--- src/logic/rename_pkg.sv ---
package rename_pkg;

  localparam int num_super = 2;   // Dispatch and retire width
  localparam int num_arch  = 32;
  localparam int zero_reg  = 31;  // Never renamed, never committed
  localparam int num_pr    = 64;
  localparam int num_fl    = num_pr - num_arch;
  localparam int num_rob   = 16;

  typedef logic [$clog2(num_arch)-1:0] arch_idx_t;
  typedef logic [$clog2(num_pr)-1:0]   pr_tag_t;
  typedef logic [$clog2(num_rob)-1:0]  rob_idx_t;

  // Pointers wrap by overflow, counts reach the full depth
  typedef logic [$clog2(num_fl)-1:0]    fl_idx_t;
  typedef logic [$clog2(num_fl+1)-1:0]  fl_cnt_t;
  typedef logic [$clog2(num_rob+1)-1:0] rob_cnt_t;

  typedef enum logic [1:0] {
    no_error,
    halted_on_halt,
    halted_on_illegal
  } error_code_t;

endpackage

--- src/logic/free_list.sv ---
`timescale 1ns/1ps

module free_list import rename_pkg::*; (
  input  logic                       clock,
  input  logic                       reset,
  input  logic    [num_super-1:0]    pop,
  input  logic    [num_super-1:0]    push,
  input  pr_tag_t [num_super-1:0]    push_tag,
  output pr_tag_t [num_super-1:0]    alloc_tag,
  output logic                       has_two
);

  pr_tag_t fifo [num_fl];
  fl_idx_t head;
  fl_idx_t tail;
  fl_cnt_t count;
  fl_cnt_t num_pop;
  fl_cnt_t num_push;

  assign num_pop  = fl_cnt_t'(pop[0]) + fl_cnt_t'(pop[1]);
  assign num_push = fl_cnt_t'(push[0]) + fl_cnt_t'(push[1]);
  assign has_two  = count >= fl_cnt_t'(2);

  // Slot 1 takes the second entry only when slot 0 consumes the head
  assign alloc_tag[0] = fifo[head];
  assign alloc_tag[1] = pop[0] ? fifo[head + fl_idx_t'(1)] : fifo[head];

  always_ff @(posedge clock) begin
    if (reset) begin
      head  <= '0;
      tail  <= '0;                  // Full list, tail wraps onto head
      count <= fl_cnt_t'(num_fl);
      for (int i = 0; i < num_fl; i++) begin
        fifo[i] <= pr_tag_t'(num_arch + i);
      end
    end else begin
      if (push[0]) begin
        fifo[tail] <= push_tag[0];
      end
      if (push[1]) begin
        fifo[tail + fl_idx_t'(push[0])] <= push_tag[1];
      end
      head  <= head + fl_idx_t'(num_pop);
      tail  <= tail + fl_idx_t'(num_push);
      count <= count - num_pop + num_push;
    end
  end

  // Dispatch gating upstream must keep pops within the stock
  assert property (@(posedge clock) disable iff (reset)
    num_pop <= count)
  else $error("free_list: pop of %0d with %0d tags left", num_pop, count);

  // Retirement returns only tags that were handed out
  assert property (@(posedge clock) disable iff (reset)
    int'(count) - int'(num_pop) + int'(num_push) <= num_fl)
  else $error("free_list: push overflows, count %0d", count);

endmodule

--- src/logic/map_table.sv ---
`timescale 1ns/1ps

module map_table import rename_pkg::*; (
  input  logic                         clock,
  input  logic                         reset,
  input  logic      [num_super-1:0]    write_en,
  input  arch_idx_t [num_super-1:0]    write_dest,
  input  pr_tag_t   [num_super-1:0]    write_tag,
  input  arch_idx_t [num_super-1:0]    read_dest,
  output pr_tag_t   [num_super-1:0]    told
);

  pr_tag_t map [num_arch];
  logic    bypass;

  // Slot 1 renaming the register slot 0 just renamed
  assign bypass  = write_en[0] && (write_dest[0] == read_dest[1]);

  assign told[0] = map[read_dest[0]];
  assign told[1] = bypass ? write_tag[0] : map[read_dest[1]];

  always_ff @(posedge clock) begin
    if (reset) begin
      for (int r = 0; r < num_arch; r++) begin
        map[r] <= pr_tag_t'(r);     // Identity mapping
      end
    end else begin
      if (write_en[0]) begin
        map[write_dest[0]] <= write_tag[0];
      end
      if (write_en[1]) begin
        map[write_dest[1]] <= write_tag[1];   // Younger slot wins
      end
    end
  end

  // The top must filter zero_reg before it reaches the table
  assert property (@(posedge clock) disable iff (reset)
    !(write_en[0] && write_dest[0] == arch_idx_t'(zero_reg)) &&
    !(write_en[1] && write_dest[1] == arch_idx_t'(zero_reg)))
  else $error("map_table: write to zero_reg");

endmodule

--- src/logic/rename_core.sv ---
`timescale 1ns/1ps

module rename_core import rename_pkg::*; (
  input  logic                         clock,
  input  logic                         reset,
  input  logic      [num_super-1:0]    dispatch_valid,
  input  arch_idx_t [num_super-1:0]    dispatch_dest,
  input  logic      [num_super-1:0]    dispatch_halt,
  input  logic      [num_super-1:0]    dispatch_illegal,
  input  logic      [num_super-1:0]    complete_valid,
  input  rob_idx_t  [num_super-1:0]    complete_rob_idx,
  output logic                         dispatch_ready,
  output pr_tag_t   [num_super-1:0]    dispatch_tag,
  output pr_tag_t   [num_super-1:0]    dispatch_told,
  output rob_idx_t  [num_super-1:0]    dispatch_rob_idx,
  output logic      [num_super-1:0]    pipeline_commit_wr_en,
  output arch_idx_t [num_super-1:0]    pipeline_commit_wr_idx,
  output pr_tag_t   [num_super-1:0]    pipeline_commit_tag,
  output pr_tag_t   [num_super-1:0]    pipeline_commit_told,
  output logic      [num_super-1:0]    retire_valid,
  output logic      [3:0]              pipeline_completed_insts,
  output error_code_t                  pipeline_error_status,
  output logic                         stop_cycle
);

  logic    [num_super-1:0] dispatch_en;
  logic    [num_super-1:0] needs_tag;
  logic    [num_super-1:0] fl_pop;
  pr_tag_t [num_super-1:0] alloc_tag;
  logic                    fl_has_two;
  logic                    rob_has_two_free;
  logic    [num_super-1:0] retire_halt;
  logic    [num_super-1:0] retire_illegal;

  assign dispatch_ready = rob_has_two_free && fl_has_two && !stop_cycle;
  assign dispatch_en    = dispatch_valid & {num_super{dispatch_ready}};
  assign fl_pop         = dispatch_en & needs_tag;

  always_comb begin
    for (int i = 0; i < num_super; i++) begin
      needs_tag[i]    = dispatch_dest[i] != arch_idx_t'(zero_reg);
      dispatch_tag[i] = needs_tag[i] ? alloc_tag[i] : '0;
      // Only real destinations commit and recycle their old tag
      pipeline_commit_wr_en[i] = retire_valid[i] &&
                                 (pipeline_commit_wr_idx[i] != arch_idx_t'(zero_reg));
    end
  end

  free_list free_list_i (
    .clock     (clock),
    .reset     (reset),
    .pop       (fl_pop),
    .push      (pipeline_commit_wr_en),
    .push_tag  (pipeline_commit_told),
    .alloc_tag (alloc_tag),
    .has_two   (fl_has_two)
  );

  map_table map_table_i (
    .clock      (clock),
    .reset      (reset),
    .write_en   (fl_pop),
    .write_dest (dispatch_dest),
    .write_tag  (alloc_tag),
    .read_dest  (dispatch_dest),
    .told       (dispatch_told)
  );

  reorder_buffer reorder_buffer_i (
    .clock            (clock),
    .reset            (reset),
    .dispatch_en      (dispatch_en),
    .dispatch_dest    (dispatch_dest),
    .dispatch_tag     (dispatch_tag),
    .dispatch_told    (dispatch_told),
    .dispatch_halt    (dispatch_halt),
    .dispatch_illegal (dispatch_illegal),
    .complete_valid   (complete_valid),
    .complete_rob_idx (complete_rob_idx),
    .stop             (stop_cycle),
    .has_two_free     (rob_has_two_free),
    .dispatch_rob_idx (dispatch_rob_idx),
    .retire_valid     (retire_valid),
    .retire_dest      (pipeline_commit_wr_idx),
    .retire_tag       (pipeline_commit_tag),
    .retire_told      (pipeline_commit_told),
    .retire_halt      (retire_halt),
    .retire_illegal   (retire_illegal)
  );

  retire_status retire_status_i (
    .clock                    (clock),
    .reset                    (reset),
    .retire_valid             (retire_valid),
    .retire_halt              (retire_halt),
    .retire_illegal           (retire_illegal),
    .stop_cycle               (stop_cycle),
    .pipeline_completed_insts (pipeline_completed_insts),
    .pipeline_error_status    (pipeline_error_status)
  );

endmodule

--- src/logic/reorder_buffer.sv ---
`timescale 1ns/1ps

module reorder_buffer import rename_pkg::*; (
  input  logic                         clock,
  input  logic                         reset,
  input  logic      [num_super-1:0]    dispatch_en,
  input  arch_idx_t [num_super-1:0]    dispatch_dest,
  input  pr_tag_t   [num_super-1:0]    dispatch_tag,
  input  pr_tag_t   [num_super-1:0]    dispatch_told,
  input  logic      [num_super-1:0]    dispatch_halt,
  input  logic      [num_super-1:0]    dispatch_illegal,
  input  logic      [num_super-1:0]    complete_valid,
  input  rob_idx_t  [num_super-1:0]    complete_rob_idx,
  input  logic                         stop,
  output logic                         has_two_free,
  output rob_idx_t  [num_super-1:0]    dispatch_rob_idx,
  output logic      [num_super-1:0]    retire_valid,
  output arch_idx_t [num_super-1:0]    retire_dest,
  output pr_tag_t   [num_super-1:0]    retire_tag,
  output pr_tag_t   [num_super-1:0]    retire_told,
  output logic      [num_super-1:0]    retire_halt,
  output logic      [num_super-1:0]    retire_illegal
);

  arch_idx_t              rob_dest    [num_rob];
  pr_tag_t                rob_tag     [num_rob];
  pr_tag_t                rob_told    [num_rob];
  logic                   rob_halt    [num_rob];
  logic                   rob_illegal [num_rob];
  logic     [num_rob-1:0] rob_valid;
  logic     [num_rob-1:0] rob_done;

  rob_idx_t                  head;
  rob_idx_t                  tail;
  rob_cnt_t                  count;
  rob_cnt_t                  num_disp;
  rob_cnt_t                  num_ret;
  rob_idx_t [num_super-1:0]  retire_idx;
  logic                      head_stops;

  assign has_two_free = count <= rob_cnt_t'(num_rob - 2);
  assign num_disp     = rob_cnt_t'(dispatch_en[0]) + rob_cnt_t'(dispatch_en[1]);
  assign num_ret      = rob_cnt_t'(retire_valid[0]) + rob_cnt_t'(retire_valid[1]);

  assign dispatch_rob_idx[0] = tail;
  assign dispatch_rob_idx[1] = tail + rob_idx_t'(dispatch_en[0]);

  assign retire_idx[0] = head;
  assign retire_idx[1] = head + rob_idx_t'(1);

  // A halt or illegal entry retires alone
  assign head_stops = rob_halt[head] || rob_illegal[head];

  assign retire_valid[0] = !stop && rob_valid[head] && rob_done[head];
  assign retire_valid[1] = retire_valid[0] && !head_stops &&
                           rob_valid[retire_idx[1]] && rob_done[retire_idx[1]];

  always_comb begin
    for (int i = 0; i < num_super; i++) begin
      retire_dest[i]    = rob_dest[retire_idx[i]];
      retire_tag[i]     = rob_tag[retire_idx[i]];
      retire_told[i]    = rob_told[retire_idx[i]];
      retire_halt[i]    = retire_valid[i] && rob_halt[retire_idx[i]];
      retire_illegal[i] = retire_valid[i] && rob_illegal[retire_idx[i]];
    end
  end

  always_ff @(posedge clock) begin
    if (reset) begin
      head      <= '0;
      tail      <= '0;
      count     <= '0;
      rob_valid <= '0;
      rob_done  <= '0;
    end else begin
      for (int i = 0; i < num_super; i++) begin
        if (retire_valid[i]) begin
          rob_valid[retire_idx[i]] <= 1'b0;
        end
      end
      for (int i = 0; i < num_super; i++) begin
        if (complete_valid[i]) begin
          rob_done[complete_rob_idx[i]] <= 1'b1;
        end
      end
      // Room check keeps new entries off any retiring slot
      for (int i = 0; i < num_super; i++) begin
        if (dispatch_en[i]) begin
          rob_valid[dispatch_rob_idx[i]] <= 1'b1;
          rob_done[dispatch_rob_idx[i]]  <= 1'b0;
        end
      end
      head  <= head + rob_idx_t'(num_ret);
      tail  <= tail + rob_idx_t'(num_disp);
      count <= count + num_disp - num_ret;
    end
  end

  always_ff @(posedge clock) begin
    for (int i = 0; i < num_super; i++) begin
      if (dispatch_en[i]) begin
        rob_dest[dispatch_rob_idx[i]]    <= dispatch_dest[i];
        rob_tag[dispatch_rob_idx[i]]     <= dispatch_tag[i];
        rob_told[dispatch_rob_idx[i]]    <= dispatch_told[i];
        rob_halt[dispatch_rob_idx[i]]    <= dispatch_halt[i];
        rob_illegal[dispatch_rob_idx[i]] <= dispatch_illegal[i];
      end
    end
  end

  // Completion must name something still in flight
  for (genvar i = 0; i < num_super; i++) begin : g_complete_chk
    assert property (@(posedge clock) disable iff (reset)
      complete_valid[i] |-> rob_valid[complete_rob_idx[i]])
    else $error("reorder_buffer: completion of empty entry %0d", complete_rob_idx[i]);
  end

endmodule

--- src/logic/retire_status.sv ---
`timescale 1ns/1ps

module retire_status import rename_pkg::*; (
  input  logic                    clock,
  input  logic                    reset,
  input  logic [num_super-1:0]    retire_valid,
  input  logic [num_super-1:0]    retire_halt,
  input  logic [num_super-1:0]    retire_illegal,
  output logic                    stop_cycle,
  output logic [3:0]              pipeline_completed_insts,
  output error_code_t             pipeline_error_status
);

  logic        stop_event;
  error_code_t stop_code;

  // Halting entries count as completed
  assign pipeline_completed_insts = 4'(retire_valid[0]) + 4'(retire_valid[1]);

  assign stop_event = |(retire_halt | retire_illegal);

  // Slot 0 decides first, slot 1 only retires behind a plain entry
  assign stop_code = retire_halt[0]    ? halted_on_halt :
                     retire_illegal[0] ? halted_on_illegal :
                     retire_halt[1]    ? halted_on_halt : halted_on_illegal;

  always_ff @(posedge clock) begin
    if (reset) begin
      stop_cycle            <= 1'b0;
      pipeline_error_status <= no_error;
    end else if (stop_event && !stop_cycle) begin
      stop_cycle            <= 1'b1;
      pipeline_error_status <= stop_code;
    end
  end

  // Once stopped the ROB must stay frozen
  assert property (@(posedge clock) disable iff (reset)
    stop_cycle |-> retire_valid == '0)
  else $error("retire_status: retirement after stop");

endmodule

--- config.mk ---
export PLATFORM = sky130hd
export DESIGN_NAME = rename_core
export DESIGN_NICKNAME = d
export VERILOG_FILES = /design/src/logic/rename_pkg.sv /design/src/logic/free_list.sv /design/src/logic/map_table.sv /design/src/logic/rename_core.sv /design/src/logic/reorder_buffer.sv /design/src/logic/retire_status.sv
export SDC_FILE = /design/constraint.sdc
export NUM_CORES = 2
export LEC_CHECK = 0
export BUFFER_PORTS_ARGS = -buffer_cell sky130_fd_sc_hd__buf_2
export CAP_MARGIN = 40
export CORE_MARGIN = 5
export CORE_UTILIZATION = 30
export CTS_CLUSTER_DIAMETER = 40
export DETAILED_ROUTE_END_ITERATION = 6
export PLACE_DENSITY = 0.45
export REMOVE_ABC_BUFFERS = 1
export SLEW_MARGIN = 5
export SYNTH_ARGS = -nofsm -noshare
export SYNTH_HDL_FRONTEND = slang
export SYNTH_SLANG_ARGS = --single-unit
--- constraint.sdc ---
create_clock -name clock -period 8 [get_ports clock]
set_input_delay 2 -clock clock [delete_from_list [all_inputs] [get_ports clock]]
set_output_delay 2 -clock clock [all_outputs]
set_load 0.03 [all_outputs]
======== Word level (Yosys, flattened, before mapping) ========
Memories as Yosys holds them, arrays and structs flattened. A register that Yosys moved wholly into a read port is not among the register bits.
Cells that the tools add are included.
operators by class
  muxes and demuxes ....................... 77
  $add $sub $neg .......................... 17
  bitwise logic cells ..................... 15
  equal/unequal tests ..................... 5
  $lt $le $gt $ge ......................... 14
  reductions and logical operators ........ 29
operators with widths
  cell                                                                           count
  16-bit 2-to-1 mux                                                              14
  16-bit AND                                                                     4
  16-bit NOT                                                                     4
  16-bit bitwise OR                                                              4
  6-bit 2-to-1 mux                                                               8
  1-bit 2-to-1 mux                                                               32
  4-bit by 5-bit less-than comparator with 1-bit output (second input constant)  6
  5-bit 2-to-1 mux                                                               5
  1-bit demux with 4-bit select                                                  6
  4-bit by 1-bit >= comparator with 1-bit output (second input constant)         6
  6-bit OR reduction                                                             4
  1-bit logical AND                                                              21
  4-bit 2-to-1 mux                                                               5
  5-bit != test (second input constant)                                          4
  1-bit binary-select mux with 4-bit select                                      4
  5-bit adder                                                                    3
  1-bit by 1-bit adder with 2-bit output                                         5
  4-bit adder                                                                    2
  6-bit adder                                                                    1
  6-bit by 2-bit >= comparator with 1-bit output (second input constant)         1
  2-bit 2-to-1 mux                                                               3
  6-bit subtractor                                                               1
  5-bit by 1-bit adder with 5-bit output                                         1
  5-bit by 1-bit adder with 5-bit output (second input constant)                 1
  other kinds (10)                                                               12
word-level totals
  register bits ........................... 64
  output and inout bits ................... 78
  bits of input ports ..................... 28
  word-level logic and storage cells ...... 174
  RAM bits ................................ 688
  memories ................................ 7
memory list
  memory                     words  width  read ports  clocked after Yosys merged registers in  write ports  line                  text
  free_list_i.fifo           32     6      2           1                                        32           free_list.sv:13       pr_tag_t fifo [num_fl];
  map_table_i.map            32     6      2           0                                        32           map_table.sv:13       pr_tag_t map [num_arch];
  reorder_buffer_i.rob_tag   16     6      2           1                                        2            reorder_buffer.sv:26  pr_tag_t rob_tag [num_rob];
  reorder_buffer_i.rob_told  16     6      2           1                                        2            reorder_buffer.sv:27  pr_tag_t rob_told [num_rob];
  reorder_buffer_i.rob_dest  16     5      2           1                                        2            reorder_buffer.sv:25  arch_idx_t rob_dest [num_rob];
  reorder_buffer_i.rob_halt  16     1      2           1                                        2            reorder_buffer.sv:28  logic rob_halt [num_rob];
  1 more memories            n/a    n/a    n/a         n/a                                      n/a          n/a

======== Logic depth before layout (Yosys ltp) ========
  depth after elaboration ................. 16
  gate-level depth with buffers ........... 28
  gate-level depth less buffers ........... 19

======== Hierarchy ========
Synthesis repeated with hierarchy kept, for this count alone.
unflattened totals
  cell total of the unflattened synthesis .. 3,661
  area, all modules ....................... 46,520.9 µm²
by module, submodules not included
  module          cells an instance  times used  area an instance (µm²)
  reorder_buffer  1,333              1           20,719.9
  free_list       1,332              1           13,620.6
  map_table       947                1           11,791.3
  rename_core     29                 1           219.0
  retire_status   20                 1           170.2

======== Worst setup path before layout ========
Ideal clock, no wire load.
  path kind ............................... in2out
  start point ............................. in dispatch_dest[0] (netlist bit)
  end point ............................... out dispatch_told[10] (netlist bit)
  arrival time ............................ 4.634 ns
  required time ........................... 6.000 ns
  stages on the path ...................... 8
  setup slack ............................. 1.366 ns
  buffers on the path ..................... 3
  path through ............................ clkbuf_1 > and3_1 > clkbuf_1 > nor4_2 > nand4_1 > mux2i_1 > clkbuf_1 > inv_1
RTL lines
  what                line               text
  start: declaration  rename_core.sv:7   input arch_idx_t [num_super-1:0] dispatch_dest,
  end: declaration    rename_core.sv:14  output pr_tag_t [num_super-1:0] dispatch_told,

==> run metrics <==
antenna violations before repair 1; proportion of power drawn by combinational gates 0.283; largest net degree at the start of global routing 65; post-DP HPWL 122400 um; Die Y 402.2 um; vias per cell 5.969; Internal 10370 uW; CP Max Fanout 17; Die X 402.2 um; CP max stage delay 660 ps; Post-synth ARST share 0; placed inst area 49420 um^2; final hold vios 0; total CTS buffers 151; placed cell count 5498; Switch Pwr 5630 uW; H-tree Lvls 4; Post-Synthesis Cells 3545; Worst EP required 6000 ps; post-route DRC violation count 0; Clock power frac 0.415; Reg-to-Reg Start reorder_buffer_i.head[0]$_SDFF_PP0_; Detailed Routing Iterations Pass 1 6; Core Region 153500 um^2; CP Launch Type input pin; Initial Utilization 0.3006; Core Rows 144; max_slew headroom 0.3404; Syn Area/Cell 13.02 um^2; kind of cell adding the most delay to the critical path simple AND/OR/NAND/NOR gates; post-CTS sizing 0; GRT met3 Usage 0.04727; Max Slew Vio Count 0; CTS tree built; Total Die Area 161800 um^2; Post-CTS Setup Repair Bufs 0; Max Root-Sink Buffers 3; RSZ-0062 raised after global routing false; Post-synth EDFFs 688; Ys Warns 0; flops & latches, synth 752; cell area after layout 54800 um^2; netlist area before placement 46150 um^2; arrival time at the worst endpoint 5110 ps; clk slew on worst S/H paths 40 ps; vias in the first global route 34256; clk_skew 83.83 ps; Layout area overhead 18.73%; VDD IR max 223.5 uV; share of layout cells above drive strength 1 0.3384; hold_sp retire_status_i.pipeline_error_status[0]$_SDFFE_PP0P_; Worst Hold Class reg2reg; first-pass GRT wire length 264100 um; WS Path Type in2out; Skew-Pair Late Insertion Delay 790 ps; Overflow after GRT 0; Tot GR Track Use 0.2258; RD Place Congestion 0.8857; endpoint class of the critical path primary output; Final Power 16000 uW; DRT iter0 DRCs 4203; Finished Layout Cells 5783; status completed; leak pwr 0.01713 uW; Bufs and invs on worst path 4; sequential share of the synthesized area 0.4754; post-synth cell types 79; Max-Cap Viols 0; Final Util 0.3570; total number of vias 34518; crit path from dispatch_dest[4]; Seq pwr share 0.302; Port-buffer cells 103; nets@finish 3680; fin crit share 0.8886; clock sink total 752; Hold Slack 464.0 ps; met1 global-route usage 0.3041; PwrDens 291.9 nW/um^2; Routed Antenna Nets 0; routed wire length 187800 um; top_reg_cell synth edfxtp_1; Sw Share 0.3520; Max Fclk 140.7 MHz; Tightest Pin Transition 962.0 ps; fin crit period 7109 ps; CP max stage cell nand4_1; M2 GR Usage 0.3613; # hold bufs at CTS 0; Setup-failing EPs final 0; Cell Chain, Critical Path buf_2, and3_1, and3_1, nor4_2, nand4_1, mux2i_2, buf_4, inv_1, buf_2; CTS Root Buffer Type clkbuf_16; busiest grt layer met2; wire per inst 32.47 um; I/O pin total 106
==> layout by cell type, fill, tap and decap left out, types with 11 or more instances in the layout <==
cell type	synthesis	final
mux2i_1	86	74
or3_1	22	22
clkbuf_16	0	154
nand2b_1	14	14
mux2_2	249	249
a31oi_1	52	52
nand4_1	14	14
nand2_1	373	369
o21ai_0	102	101
nor3_4	23	23
inv_6	0	12
inv_1	71	70
a211o_1	24	24
and2_1	11	11
o22ai_1	155	155
mux4_2	404	404
bufinv_16	0	22
nor4_1	44	36
xnor2_1	15	13
nor2b_1	37	36
clkinv_1	8	25
buf_2	47	99
o211ai_1	22	22
xor2_1	14	13
o21a_1	15	15
clkinv_2	0	14
clkbuf_1	261	22
and4_1	11	11
and3_1	32	32
clkinv_4	0	11
ha_1	36	34
a22oi_1	112	112
edfxtp_1	688	688
a21oi_1	34	34
buf_4	9	157
nor3_1	44	43
nand3_1	87	85
clkinvlp_4	0	18
dfxtp_1	64	59
nor2_1	191	183
==> routing by layer <==
layer  up-vias  wire length [um]
li1      14304                 -
met1     18008             77700
met2      1821             87800
met3       385             15090
met4         0              7167
met5         -                 0
==> Yosys cell counts (14+ instances only) <==
cell type | count | area, um^2
nor2_1 | 191 | 716.9
a211o_1 | 24 | 210.2
nand4_1 | 14 | 87.58
o22ai_1 | 155 | 969.7
and3_1 | 32 | 200.2
nor3_1 | 44 | 220.2
o211ai_1 | 22 | 165.2
or3_1 | 22 | 137.6
ha_1 | 36 | 450.4
mux4_2 | 404 | 9099
inv_1 | 71 | 266.5
buf_2 | 47 | 235.2
o21ai_0 | 102 | 510.5
mux2_2 | 249 | 2804
nand2_1 | 373 | 1400
nand2b_1 | 14 | 87.58
nor3_4 | 23 | 374.1
edfxtp_1 | 688 | 20660
o21a_1 | 15 | 112.6
xnor2_1 | 15 | 131.4
a31oi_1 | 52 | 325.3
clkbuf_1 | 261 | 979.7
buf_1 | 35 | 131.4
a22oi_1 | 112 | 840.8
xor2_1 | 14 | 122.6
mux2i_1 | 86 | 860.8
a21oi_1 | 34 | 170.2
nor2b_1 | 37 | 231.5
nand3_1 | 87 | 435.4
nor4_1 | 44 | 275.3
dfxtp_1 | 64 | 1281
==> cell type report <==
class / instances / area [um^2]
Antenna cell: 1 / 2.502
Clock buffer: 176 / 3936
Clock inverter: 107 / 1429
Fill cell: 14956 / 98710
Inverter: 81 / 304.0
Multi-Input combinational cell: 2354 / 22730
Sequential cell: 752 / 21950
Tap cell: 2044 / 2557
Timing Repair Buffer: 268 / 1881
==> logic make-up after synthesis <==
logic type | Yosys count | share of synthesized area
AOI/OAI and AO/OA | 571 | 0.08185
xor gates and xnor gates | 30 | 0.005856
adders and majority gates | 44 | 0.01323
buffers and inverters | 445 | 0.04034
DFF | 752 | 0.4754
muxes | 752 | 0.2810
other | 2 | 0.0001627
and+or+nand+nor | 949 | 0.1021
==> power by group through the flow <==
stage / sequential (uW) / combinational, uW / clock [uW]
4_1_cts: 4820 / 4490 / 6730
3_3_place_gp: 4890 / 4440 / 0
5_1_grt: 4850 / 4690 / 6920
2_1_floorplan: 4900 / 2370 / 0
3_5_place_dp: 4890 / 4480 / 0
6_report: 4830 / 4530 / 6640
==> through the flow <==
stage / setup TNS [ps] / setup slack [ps]
after CTS: 0 / 901.6
after global placement: 0 / 947.5
final: 0 / 891.1
after detailed placement: 0 / 946.5
after global routing: 0 / 758.0
after floorplan: -2405780 / -7518
==> worst reg2reg max path: stages (launching register included) <==
cell and delay [ps]:
dfxtp_4 720, buf_4 640, mux4_2 580, a22oi_1 280, nand2_1 290, and4_4 330
nor2b_1 390, ha_1 310, ha_1 360, nand3_1 180, o21a_1 180, o32ai_1 530
nand2_1 210, nor3_4 570, a211o_1 430
==> state kept, by name, summed over array words and instances (netlist names), 16 cells and up <==
register / flops
reorder_buffer_i.rob_valid: 16
reorder_buffer_i.rob_tag: 96
map_table_i.map: 192
free_list_i.fifo: 192
reorder_buffer_i.rob_illegal: 16
reorder_buffer_i.rob_dest: 80
reorder_buffer_i.rob_halt: 16
reorder_buffer_i.rob_done: 16
reorder_buffer_i.rob_told: 96
==> path summary, 6_finish.rpt <==
| kind | to | slack [ps] | cells past startpoint |
|---|---|---|---|
| worst max-delay path | dispatch_told[8] | 890 | 9 |
| worst min-delay path | retire_status_i.pipeline_error_status[0]$_SDFFE_PP0P_ | 460 | 2 |
| worst max register to register | free_list_i.fifo[2][5]$_DFFE_PP_ | 1610 | 14 |
| worst min register to register | retire_status_i.pipeline_error_status[0]$_SDFFE_PP0P_ | 460 | 2 |
(Power assumes the default switching activity.)
